File: src/frb_pkg.sv
package frb_pkg;

    // one FFT channel sample, real and imaginary parts
    localparam int SAMPLE_W = 16;

    // upper bound on channels per spectrum, sizes the series sum
    localparam int MAX_CHANNELS = 256;

    // |x|^2 of two signed 16-bit parts peaks at 2^31, fits 32 unsigned
    localparam int POWER_W = 2 * SAMPLE_W;

    // headroom for MAX_CHANNELS full-scale powers
    localparam int SUM_W = POWER_W + $clog2(MAX_CHANNELS);

    typedef logic [POWER_W-1:0] power_t;
    typedef logic [SUM_W-1:0]   sum_t;

    // re in the upper half, im in the lower half
    typedef struct packed {
        logic signed [SAMPLE_W-1:0] re;
        logic signed [SAMPLE_W-1:0] im;
    } cplx_t;

    // one beat of the dedispersed stream
    // sof on channel 0, eof on the last channel
    typedef struct packed {
        power_t data;
        logic   valid;
        logic   sof;
        logic   eof;
    } power_beat_t;

endpackage

File: src/power_detector.sv
`timescale 1ns/1ps

module power_detector (
    input  logic                 clk,
    input  logic                 rst,
    input  frb_pkg::cplx_t       din,
    input  logic                 din_valid,
    output frb_pkg::power_t      dout,
    output logic                 dout_valid
);

    // stage 1 squares, kept signed, always >= 0
    logic signed [2*frb_pkg::SAMPLE_W-1:0] re_sq;
    logic signed [2*frb_pkg::SAMPLE_W-1:0] im_sq;
    logic                                  sq_valid;

    // squares, full precision
    // -32768 squared is 2^30, still positive in 32 bits
    always_ff @(posedge clk) begin
        re_sq <= $signed(din.re) * $signed(din.re);
        im_sq <= $signed(din.im) * $signed(din.im);
    end

    // stage 2 sum, unsigned so 2^31 does not wrap negative
    always_ff @(posedge clk) begin
        dout <= frb_pkg::power_t'(re_sq) + frb_pkg::power_t'(im_sq);
    end

    // valid follows the data through both stages
    always_ff @(posedge clk) begin
        if (rst) begin
            sq_valid   <= 1'b0;
            dout_valid <= 1'b0;
        end else begin
            sq_valid   <= din_valid;
            dout_valid <= sq_valid;
        end
    end

endmodule

File: src/dedisp_delay_line.sv
`timescale 1ns/1ps

module dedisp_delay_line #(
    parameter int DELAY = 1
) (
    input  logic            clk,
    input  logic            rst,
    input  frb_pkg::power_t din,
    input  logic            din_valid,
    output frb_pkg::power_t dout,
    output logic            dout_valid
);

    // one cycle from strobe to output in every case
    always_ff @(posedge clk) begin
        if (rst) begin
            dout_valid <= 1'b0;
        end else begin
            dout_valid <= din_valid;
        end
    end

    generate
        if (DELAY == 0) begin : g_no_delay
            // no delay, just the output register
            always_ff @(posedge clk) begin
                if (din_valid) begin
                    dout <= din;
                end
            end
        end else begin : g_ring
            // pointer needs at least one bit even for DELAY of 1
            localparam int PTR_W  = (DELAY > 1) ? $clog2(DELAY) : 1;
            localparam int FILL_W = $clog2(DELAY + 1);

            typedef logic [PTR_W-1:0]  ptr_t;
            typedef logic [FILL_W-1:0] fill_t;

            frb_pkg::power_t mem [DELAY];
            ptr_t            ptr;
            fill_t           fill;
            logic            full;

            // buffer has seen DELAY writes since reset
            assign full = (fill == fill_t'(DELAY));

            // pointer and fill count, control state
            always_ff @(posedge clk) begin
                if (rst) begin
                    ptr  <= '0;
                    fill <= '0;
                end else if (din_valid) begin
                    ptr <= (ptr == ptr_t'(DELAY - 1)) ? '0 : ptr + 1'b1;
                    // saturates once full
                    if (!full) begin
                        fill <= fill + 1'b1;
                    end
                end
            end

            // read-before-write at the same slot
            // slot holds the word from DELAY strobes ago
            always_ff @(posedge clk) begin
                if (din_valid) begin
                    mem[ptr] <= din;
                    dout     <= full ? mem[ptr] : '0;
                end
            end
        end
    endgenerate

endmodule

File: src/dedispersor.sv
`timescale 1ns/1ps

module dedispersor #(
    parameter int                      N_CHANNELS  = 8,
    // channel 0 in the low word, delays in spectra
    parameter logic [32*N_CHANNELS-1:0] DELAY_ARRAY = {
        32'd9, 32'd8, 32'd7, 32'd6, 32'd5, 32'd4, 32'd3, 32'd2
    }
) (
    input  logic                 clk,
    input  logic                 rst,
    input  frb_pkg::power_t      din,
    input  logic                 din_valid,
    output frb_pkg::power_beat_t dout
);

    localparam int CH_W = (N_CHANNELS > 1) ? $clog2(N_CHANNELS) : 1;

    // input reg, delay line, output reg, select
    localparam int PIPE_DEPTH = 4;

    typedef logic [CH_W-1:0] chan_t;

    chan_t                 ch_cnt;
    logic [N_CHANNELS-1:0] in_strobe;
    frb_pkg::power_t       in_data;

    frb_pkg::power_t       line_data [N_CHANNELS];
    logic [N_CHANNELS-1:0] line_valid;

    frb_pkg::power_t       out_data [N_CHANNELS];
    logic [N_CHANNELS-1:0] out_valid;

    frb_pkg::power_t       sel_data;
    logic                  sel_valid;

    logic [PIPE_DEPTH-1:0] sof_sr;
    logic [PIPE_DEPTH-1:0] eof_sr;

    // channel of the incoming sample
    always_ff @(posedge clk) begin
        if (rst) begin
            ch_cnt <= '0;
        end else if (din_valid) begin
            ch_cnt <= (ch_cnt == chan_t'(N_CHANNELS - 1)) ? '0 : ch_cnt + 1'b1;
        end
    end

    // one-hot strobe, only the current channel's line sees it
    always_ff @(posedge clk) begin
        if (rst) begin
            in_strobe <= '0;
        end else begin
            in_strobe <= din_valid ? (N_CHANNELS'(1) << ch_cnt) : '0;
        end
    end

    // data fans out to every line
    always_ff @(posedge clk) begin
        in_data <= din;
    end

    generate
        for (genvar i = 0; i < N_CHANNELS; i++) begin : g_chan
            dedisp_delay_line #(
                .DELAY(int'(DELAY_ARRAY[32*i +: 32]))
            ) u_line (
                .clk       (clk),
                .rst       (rst),
                .din       (in_data),
                .din_valid (in_strobe[i]),
                .dout      (line_data[i]),
                .dout_valid(line_valid[i])
            );

            // register each line output before the wide select
            always_ff @(posedge clk) begin
                out_data[i] <= line_data[i];
            end

            always_ff @(posedge clk) begin
                if (rst) begin
                    out_valid[i] <= 1'b0;
                end else begin
                    out_valid[i] <= line_valid[i];
                end
            end
        end
    endgenerate

    // at most one channel active per cycle
    // data holds when none is
    always_ff @(posedge clk) begin
        for (int c = 0; c < N_CHANNELS; c++) begin
            if (out_valid[c]) begin
                sel_data <= out_data[c];
            end
        end
    end

    always_ff @(posedge clk) begin
        if (rst) begin
            sel_valid <= 1'b0;
        end else begin
            sel_valid <= |out_valid;
        end
    end

    // frame marks from the input counter
    // shifted every cycle, same depth as the data path
    always_ff @(posedge clk) begin
        if (rst) begin
            sof_sr <= '0;
            eof_sr <= '0;
        end else begin
            sof_sr <= {sof_sr[PIPE_DEPTH-2:0], din_valid && (ch_cnt == '0)};
            eof_sr <= {eof_sr[PIPE_DEPTH-2:0],
                       din_valid && (ch_cnt == chan_t'(N_CHANNELS - 1))};
        end
    end

    assign dout = '{
        data:  sel_data,
        valid: sel_valid,
        sof:   sof_sr[PIPE_DEPTH-1],
        eof:   eof_sr[PIPE_DEPTH-1]
    };

endmodule

File: src/frame_summer.sv
`timescale 1ns/1ps

module frame_summer (
    input  logic                 clk,
    input  logic                 rst,
    input  frb_pkg::power_beat_t beat,
    output frb_pkg::sum_t        sum,
    output logic                 sum_valid
);

    frb_pkg::sum_t acc;
    frb_pkg::sum_t acc_next;

    // sof restarts the total, handles a one-channel frame too
    assign acc_next = beat.sof ? frb_pkg::sum_t'(beat.data)
                               : acc + frb_pkg::sum_t'(beat.data);

    // running total over the frame
    always_ff @(posedge clk) begin
        if (rst) begin
            acc <= '0;
        end else if (beat.valid) begin
            acc <= acc_next;
        end
    end

    // final total on the eof beat
    always_ff @(posedge clk) begin
        if (beat.valid && beat.eof) begin
            sum <= acc_next;
        end
    end

    // one pulse per frame
    always_ff @(posedge clk) begin
        if (rst) begin
            sum_valid <= 1'b0;
        end else begin
            sum_valid <= beat.valid && beat.eof;
        end
    end

endmodule

File: src/frb_dedisp_top.sv
`timescale 1ns/1ps

module frb_dedisp_top #(
    parameter int                      N_CHANNELS  = 8,
    // channel 0 in the low word
    parameter logic [32*N_CHANNELS-1:0] DELAY_ARRAY = {
        32'd9, 32'd8, 32'd7, 32'd6, 32'd5, 32'd4, 32'd3, 32'd2
    }
) (
    input  logic            clk,
    input  logic            rst,
    input  frb_pkg::cplx_t  in_sample,
    input  logic            in_valid,
    output frb_pkg::power_t spec_power,
    output logic            spec_valid,
    output logic            spec_sof,
    output logic            spec_eof,
    output frb_pkg::sum_t   series_sum,
    output logic            series_valid
);

    frb_pkg::power_t      det_power;
    logic                 det_valid;
    frb_pkg::power_beat_t dd_beat;

    // complex sample to power, 2 cycles
    power_detector u_power_detector (
        .clk       (clk),
        .rst       (rst),
        .din       (in_sample),
        .din_valid (in_valid),
        .dout      (det_power),
        .dout_valid(det_valid)
    );

    // per-channel delay, 4 cycles
    dedispersor #(
        .N_CHANNELS (N_CHANNELS),
        .DELAY_ARRAY(DELAY_ARRAY)
    ) u_dedispersor (
        .clk      (clk),
        .rst      (rst),
        .din      (det_power),
        .din_valid(det_valid),
        .dout     (dd_beat)
    );

    // band sum per aligned frame, 1 cycle after eof
    frame_summer u_frame_summer (
        .clk      (clk),
        .rst      (rst),
        .beat     (dd_beat),
        .sum      (series_sum),
        .sum_valid(series_valid)
    );

    // dedispersed stream out to the ports
    assign spec_power = dd_beat.data;
    assign spec_valid = dd_beat.valid;
    assign spec_sof   = dd_beat.sof;
    assign spec_eof   = dd_beat.eof;

endmodule

File: config.mk
export PLATFORM = sky130hd
export DESIGN_NAME = frb_dedisp_top
export DESIGN_NICKNAME = d
export VERILOG_FILES = /design/src/frb_pkg.sv /design/src/power_detector.sv /design/src/dedisp_delay_line.sv /design/src/dedispersor.sv /design/src/frame_summer.sv /design/src/frb_dedisp_top.sv
export SDC_FILE = /design/constraint.sdc
export NUM_CORES = 2
export LEC_CHECK = 0
export BUFFER_PORTS_ARGS = -buffer_cell sky130_fd_sc_hd__clkbuf_2
export CORE_ASPECT_RATIO = 2
export CORE_MARGIN = 5
export CORE_UTILIZATION = 55
export CTS_CLUSTER_DIAMETER = 30
export DETAILED_ROUTE_END_ITERATION = 6
export GPL_TIMING_DRIVEN = 0
export PLACE_DENSITY = 0.69
export SETUP_SLACK_MARGIN = 0.3
export SLEW_MARGIN = 20
export SYNTH_ARGS = -nofsm -noshare
export SYNTH_HDL_FRONTEND = slang
export SYNTH_SLANG_ARGS = --single-unit
File: constraint.sdc
create_clock -name clk -period 10.1 [get_ports clk]
set_input_delay 0.505 -clock clk [delete_from_list [all_inputs] [get_ports clk]]
set_output_delay 0.505 -clock clk [all_outputs]
set_load 0.1 [all_outputs]
==> results.txt <==
The run finished with clean final reports. The most used flip-flop cell after synthesis is sky130_fd_sc_hd__edfxtp_1. The logs give 246.9 mm for the total detailed-routing wirelength and 2,242 for the number of clock sinks. Entering global routing, the biggest net connects 45 pins. The worst-case IR drop observed on VDD is 0.001053 V. The worst pin sits at a relative slew slack of 10.70%. The number of synthesized register bits is 2,242, and the post-synthesis net count is 7,506. The H-tree depth came out at 4. The logs give 59,840 for the via count of the first global-routing pass and 180,800 sq um for the core outline area.

Once the floorplan was initialized, standard cells occupied 55.15% of the core. After clock tree synthesis, the clock-pin slew on the worst setup and hold paths is 0.06 ns. The cell area that synthesis handed to floorplanning was 99,730 sq um. The clock passes through at most 4 buffers. The analysis attributes to net switching a power of 11,700 uW. The count of buffers added on input and output ports is 106. Share of layout cells above drive strength 1: 13.66%.

For this design the static power due to leakage is 0.04089 uW. The fraction of post-synthesis cell area in the top cell type by area is 52.27%, and the total of endpoints with negative setup slack in the final report is 0. TritonCTS built the clock tree. Data on the critical path arrives at its endpoint at 7.55 ns. The number of flops mapped to enable cells by yosys works out to 1,736. Max-cap violations in this run came to 0. The tools report the number of nets with antenna violations after detailed routing as 0. The fraction of power spent switching nets came out at 35.47%.

Sequential cells account for 36.9% of the total power. The worst setup path is captured at a flip-flop. Type of the setup path with the least slack: input port to flip-flop. The logs give 2 for the initial antenna violation count and 25.94% for the global router's overall resource usage.

The worst hold path startpoint is in_sample[1]. The congestion estimate from routability-driven global placement came to 0.9522. In this run the worst setup path begins at in_sample[1]. The worst path needs 6.813 ns of the cycle, external delays included.

The final worst-path cycle share is 67.46%, and the internal cell power is 21,290 uW. After the last flow step, the layout net total stands at 7,957. Dividing the synthesized area by the synthesized cell count gives 14.81 sq um. The height of the die was 612.2 microns.

The x dimension of the die works out to 311.1 microns. Summed over all failing endpoints, the final setup total negative slack is 0 ns. The routed via count divided by cell count came out at 5.726. For the pin with the worst max-slew slack, the measured transition is 1.325 ns. The library cell with the largest summed area after synthesis is sky130_fd_sc_hd__edfxtp_1.

Max-slew violation count: 0. The share of total power dissipated in the clock network is 26.0%. Global routing finished with a remaining overflow of 0. The share of total power dissipated in combinational logic is 37.1%. The root buffer cell chosen for the clock tree is sky130_fd_sc_hd__clkbuf_16.

Timing analysis after detailed placement gives a worst setup slack of 2.409 ns. On the final layout, the worst clock skew is 0.1153 ns. The logs give 190,500 sq um for the area enclosed by the die boundary and 55,660 for the total vias in the final route. For the number of hold-slack violations in the final timing report, the log shows 0. The tightest min-delay check is of the input port to flip-flop type.

The smallest hold slack was 0.08318 ns. The global-route wire length before repair came out at 367.5 mm. Setup repair after global routing left no endpoint under its margin. The power per cell area is 291.6 nW/um^2, and the count of standard-cell rows is 221. The warning count from the yosys run was 0; the gate count after technology mapping was 6,735. Fraction of the yosys area taken by sequential cells: 62.43%.

The run gives 0 as the number of buffers inserted to repair setup after CTS. The detailed router finished its first iteration with 3,997 violations. Counting the buffers created by CTS gives 228.

The first detailed-routing pass took 7 iterations. Timing would allow up to 146.8 MHz. For this run, asynchronously set or reset flops after synthesis account for 0%. The clock latency on the worst-skew pair is 0.90 ns, and the count of pins on the block boundary is 111. Critical register-to-register path startpoint: u_dedispersor.out_valid[1]. Summed over all nets, the half-perimeter wirelength after detailed placement is 181.6 mm. After detailed routing, the number of remaining DRC violations is 0.

Compared with the post-synthesis result, the final layout area differs by 13.46%. In this run the worst path has a maximum fanout of 10. The core utilization of the finished layout is 62.57%, and the average detailed-routed wire length per instance is 25.39 microns. The final critical-path setup slack came out at 3.287 ns. The design draws 32,990 uW. For the worst setup path, the data required time is 10.84 ns. By area the synthesized netlist is led by sky130_fd_sc_hd__edfxtp_1, sky130_fd_sc_hd__dfxtp_1, sky130_fd_sc_hd__fa_1. The worst setup path is launched from an input port. The synthesized netlist contains 78 unique library cells.
## stage by stage
step	cell area [sq um]	cells
3_5_place_dp	105300	9294
6_report	113200	9721
5_1_grt	113100	9720
3_3_place_gp	103200	9182
4_1_cts	113100	9719
2_1_floorplan	99730	6735
## logic make-up after synthesis
kind of cell    synth area share [%]
compound gates                 4.435
xor+xnor                       1.300
fa+ha+maj                      12.78
buf+inv                        3.707
flops                          62.43
mux                            9.317
simple gates                   6.032
## sequential cells by signal (all words and copies together), names as in the netlist
| signal | cells |
|---|---|
| u_dedispersor.g_chan.u_line.g_ring.mem | 1408 |
| u_dedispersor.g_chan.u_line.dout | 256 |
| u_dedispersor.out_data | 256 |
| u_frame_summer.acc | 40 |
| u_frame_summer.sum | 40 |
| u_dedispersor.in_data | 32 |
| u_dedispersor.sel_data | 32 |
| u_power_detector.dout | 32 |
| u_power_detector.im_sq | 31 |
| u_power_detector.re_sq | 31 |
| u_dedispersor.g_chan.u_line.g_ring.fill | 24 |
| u_dedispersor.g_chan.u_line.g_ring.ptr | 21 |
| u_dedispersor.g_chan.u_line.dout_valid | 8 |
| u_dedispersor.in_strobe | 8 |
| u_dedispersor.out_valid | 8 |
| u_dedispersor.eof_sr | 4 |
| u_dedispersor.sof_sr | 4 |
| u_dedispersor.ch_cnt | 3 |
| u_dedispersor.sel_valid | 1 |
| u_frame_summer.sum_valid | 1 |
| u_power_detector.dout_valid | 1 |
| u_power_detector.sq_valid | 1 |
## routing by layer
metal	up-vias	share of wire, %	track usage, %
met1	28410	33	27.02
met2	1838	54	48.64
met5	-	0	0
met4	0	8.4	17.74
met3	700	4.5	3.008
li1	24710	-	-
## repair_timing
action	4_1_cts	5_1_grt
gates resized for setup	0	0
endpoints found under the hold margin	3	0
hold buffers	3	0
## Yosys cell counts, types with 24 or more instances
cell type,instances
sky130_fd_sc_hd__nor2b_1,146
sky130_fd_sc_hd__and2_1,138
sky130_fd_sc_hd__nor3_1,30
sky130_fd_sc_hd__fa_1,471
sky130_fd_sc_hd__xor2_1,49
sky130_fd_sc_hd__xnor2_1,99
sky130_fd_sc_hd__nand2b_1,31
sky130_fd_sc_hd__mux4_2,256
sky130_fd_sc_hd__edfxtp_1,1736
sky130_fd_sc_hd__o21a_1,24
sky130_fd_sc_hd__mux2i_1,350
sky130_fd_sc_hd__buf_1,62
sky130_fd_sc_hd__dfxtp_1,506
sky130_fd_sc_hd__nand3_1,29
sky130_fd_sc_hd__nor2_1,350
sky130_fd_sc_hd__o21ai_0,250
sky130_fd_sc_hd__a21oi_1,219
sky130_fd_sc_hd__a21o_1,57
sky130_fd_sc_hd__nand2_1,485
sky130_fd_sc_hd__ha_1,265
sky130_fd_sc_hd__a211oi_1,54
sky130_fd_sc_hd__clkbuf_1,214
sky130_fd_sc_hd__inv_1,694
## placed cells by master, fill, tap and decap left out, types with 26 or more instances in the layout
| cell type | Yosys | final |
|---|---|---|
| sky130_fd_sc_hd__a211oi_1 | 54 | 54 |
| sky130_fd_sc_hd__dfxtp_1 | 506 | 466 |
| sky130_fd_sc_hd__ha_1 | 265 | 265 |
| sky130_fd_sc_hd__dfxtp_2 | 0 | 28 |
| sky130_fd_sc_hd__nand3_1 | 29 | 29 |
| sky130_fd_sc_hd__buf_4 | 0 | 33 |
| sky130_fd_sc_hd__inv_1 | 694 | 694 |
| sky130_fd_sc_hd__nand2_1 | 485 | 484 |
| sky130_fd_sc_hd__xnor2_1 | 99 | 99 |
| sky130_fd_sc_hd__nand2b_1 | 31 | 31 |
| sky130_fd_sc_hd__a21o_1 | 57 | 57 |
| sky130_fd_sc_hd__edfxtp_1 | 1736 | 1736 |
| sky130_fd_sc_hd__and2_1 | 138 | 124 |
| sky130_fd_sc_hd__o21ai_0 | 250 | 250 |
| sky130_fd_sc_hd__mux2i_1 | 350 | 350 |
| sky130_fd_sc_hd__buf_1 | 62 | 61 |
| sky130_fd_sc_hd__nor2_1 | 350 | 337 |
| sky130_fd_sc_hd__clkbuf_1 | 214 | 224 |
| sky130_fd_sc_hd__clkbuf_2 | 0 | 109 |
| sky130_fd_sc_hd__buf_12 | 0 | 36 |
| sky130_fd_sc_hd__a21oi_1 | 219 | 219 |
| sky130_fd_sc_hd__fa_1 | 471 | 471 |
| sky130_fd_sc_hd__xor2_1 | 49 | 49 |
| sky130_fd_sc_hd__clkinv_2 | 0 | 26 |
| sky130_fd_sc_hd__clkbuf_16 | 0 | 233 |
| sky130_fd_sc_hd__mux4_2 | 256 | 256 |
| sky130_fd_sc_hd__nor2b_1 | 146 | 145 |
| sky130_fd_sc_hd__inv_6 | 0 | 31 |
## final cells by class
cell class / instances / area [sq um]
Buffer: 284 / 1094
Inverter: 695 / 2609
Fill cell: 13360 / 67690
Antenna cell: 2 / 5.005
Timing Repair Buffer: 221 / 2372
Sequential cell: 2242 / 62340
Clock inverter: 165 / 1797
Tap cell: 2341 / 2929
Multi-Input combinational cell: 3514 / 33970
Clock buffer: 257 / 6031
## final timing paths
path	to	slack, ns	depth (start not counted)
max	u_power_detector.im_sq[31]	3.29	23
min	u_power_detector.im_sq[2]	0.08	2
max reg2reg	u_dedispersor.sel_data[6]	5.85	10
min reg2reg	u_dedispersor.out_data[1][10]	0.28	0
## worst max-delay path: stages
cell                        delay, ns
sky130_fd_sc_hd__clkbuf_2        0.10
sky130_fd_sc_hd__clkbuf_1        0.43
sky130_fd_sc_hd__clkbuf_1        0.50
sky130_fd_sc_hd__nand2_1         0.20
sky130_fd_sc_hd__fa_1            0.51
sky130_fd_sc_hd__fa_1            0.48
sky130_fd_sc_hd__fa_1            0.57
sky130_fd_sc_hd__inv_1           0.06
sky130_fd_sc_hd__fa_1            0.48
sky130_fd_sc_hd__fa_1            0.53
sky130_fd_sc_hd__inv_1           0.05
sky130_fd_sc_hd__fa_1            0.59
sky130_fd_sc_hd__inv_1           0.07
sky130_fd_sc_hd__ha_1            0.35
sky130_fd_sc_hd__a21oi_1         0.16
sky130_fd_sc_hd__o21ai_0         0.13
sky130_fd_sc_hd__o41ai_1         0.47
sky130_fd_sc_hd__a21oi_1         0.20
sky130_fd_sc_hd__a2111oi_4       0.39
sky130_fd_sc_hd__a21oi_1         0.18
sky130_fd_sc_hd__a211o_1         0.29
sky130_fd_sc_hd__a21oi_1         0.17
sky130_fd_sc_hd__xnor2_1         0.14
## power by group through the flow
stage / Combinational [uW] / Sequential, uW / Clock [uW]
finish: 12200 / 12200 / 8590
detailed placement: 12500 / 12400 / 0
CTS: 12500 / 12200 / 8700
global placement: 11700 / 12700 / 0
floorplan: 8800 / 11800 / 0
global route: 13900 / 12200 / 9100
Note: power is estimated with default switching activity, not from simulation.
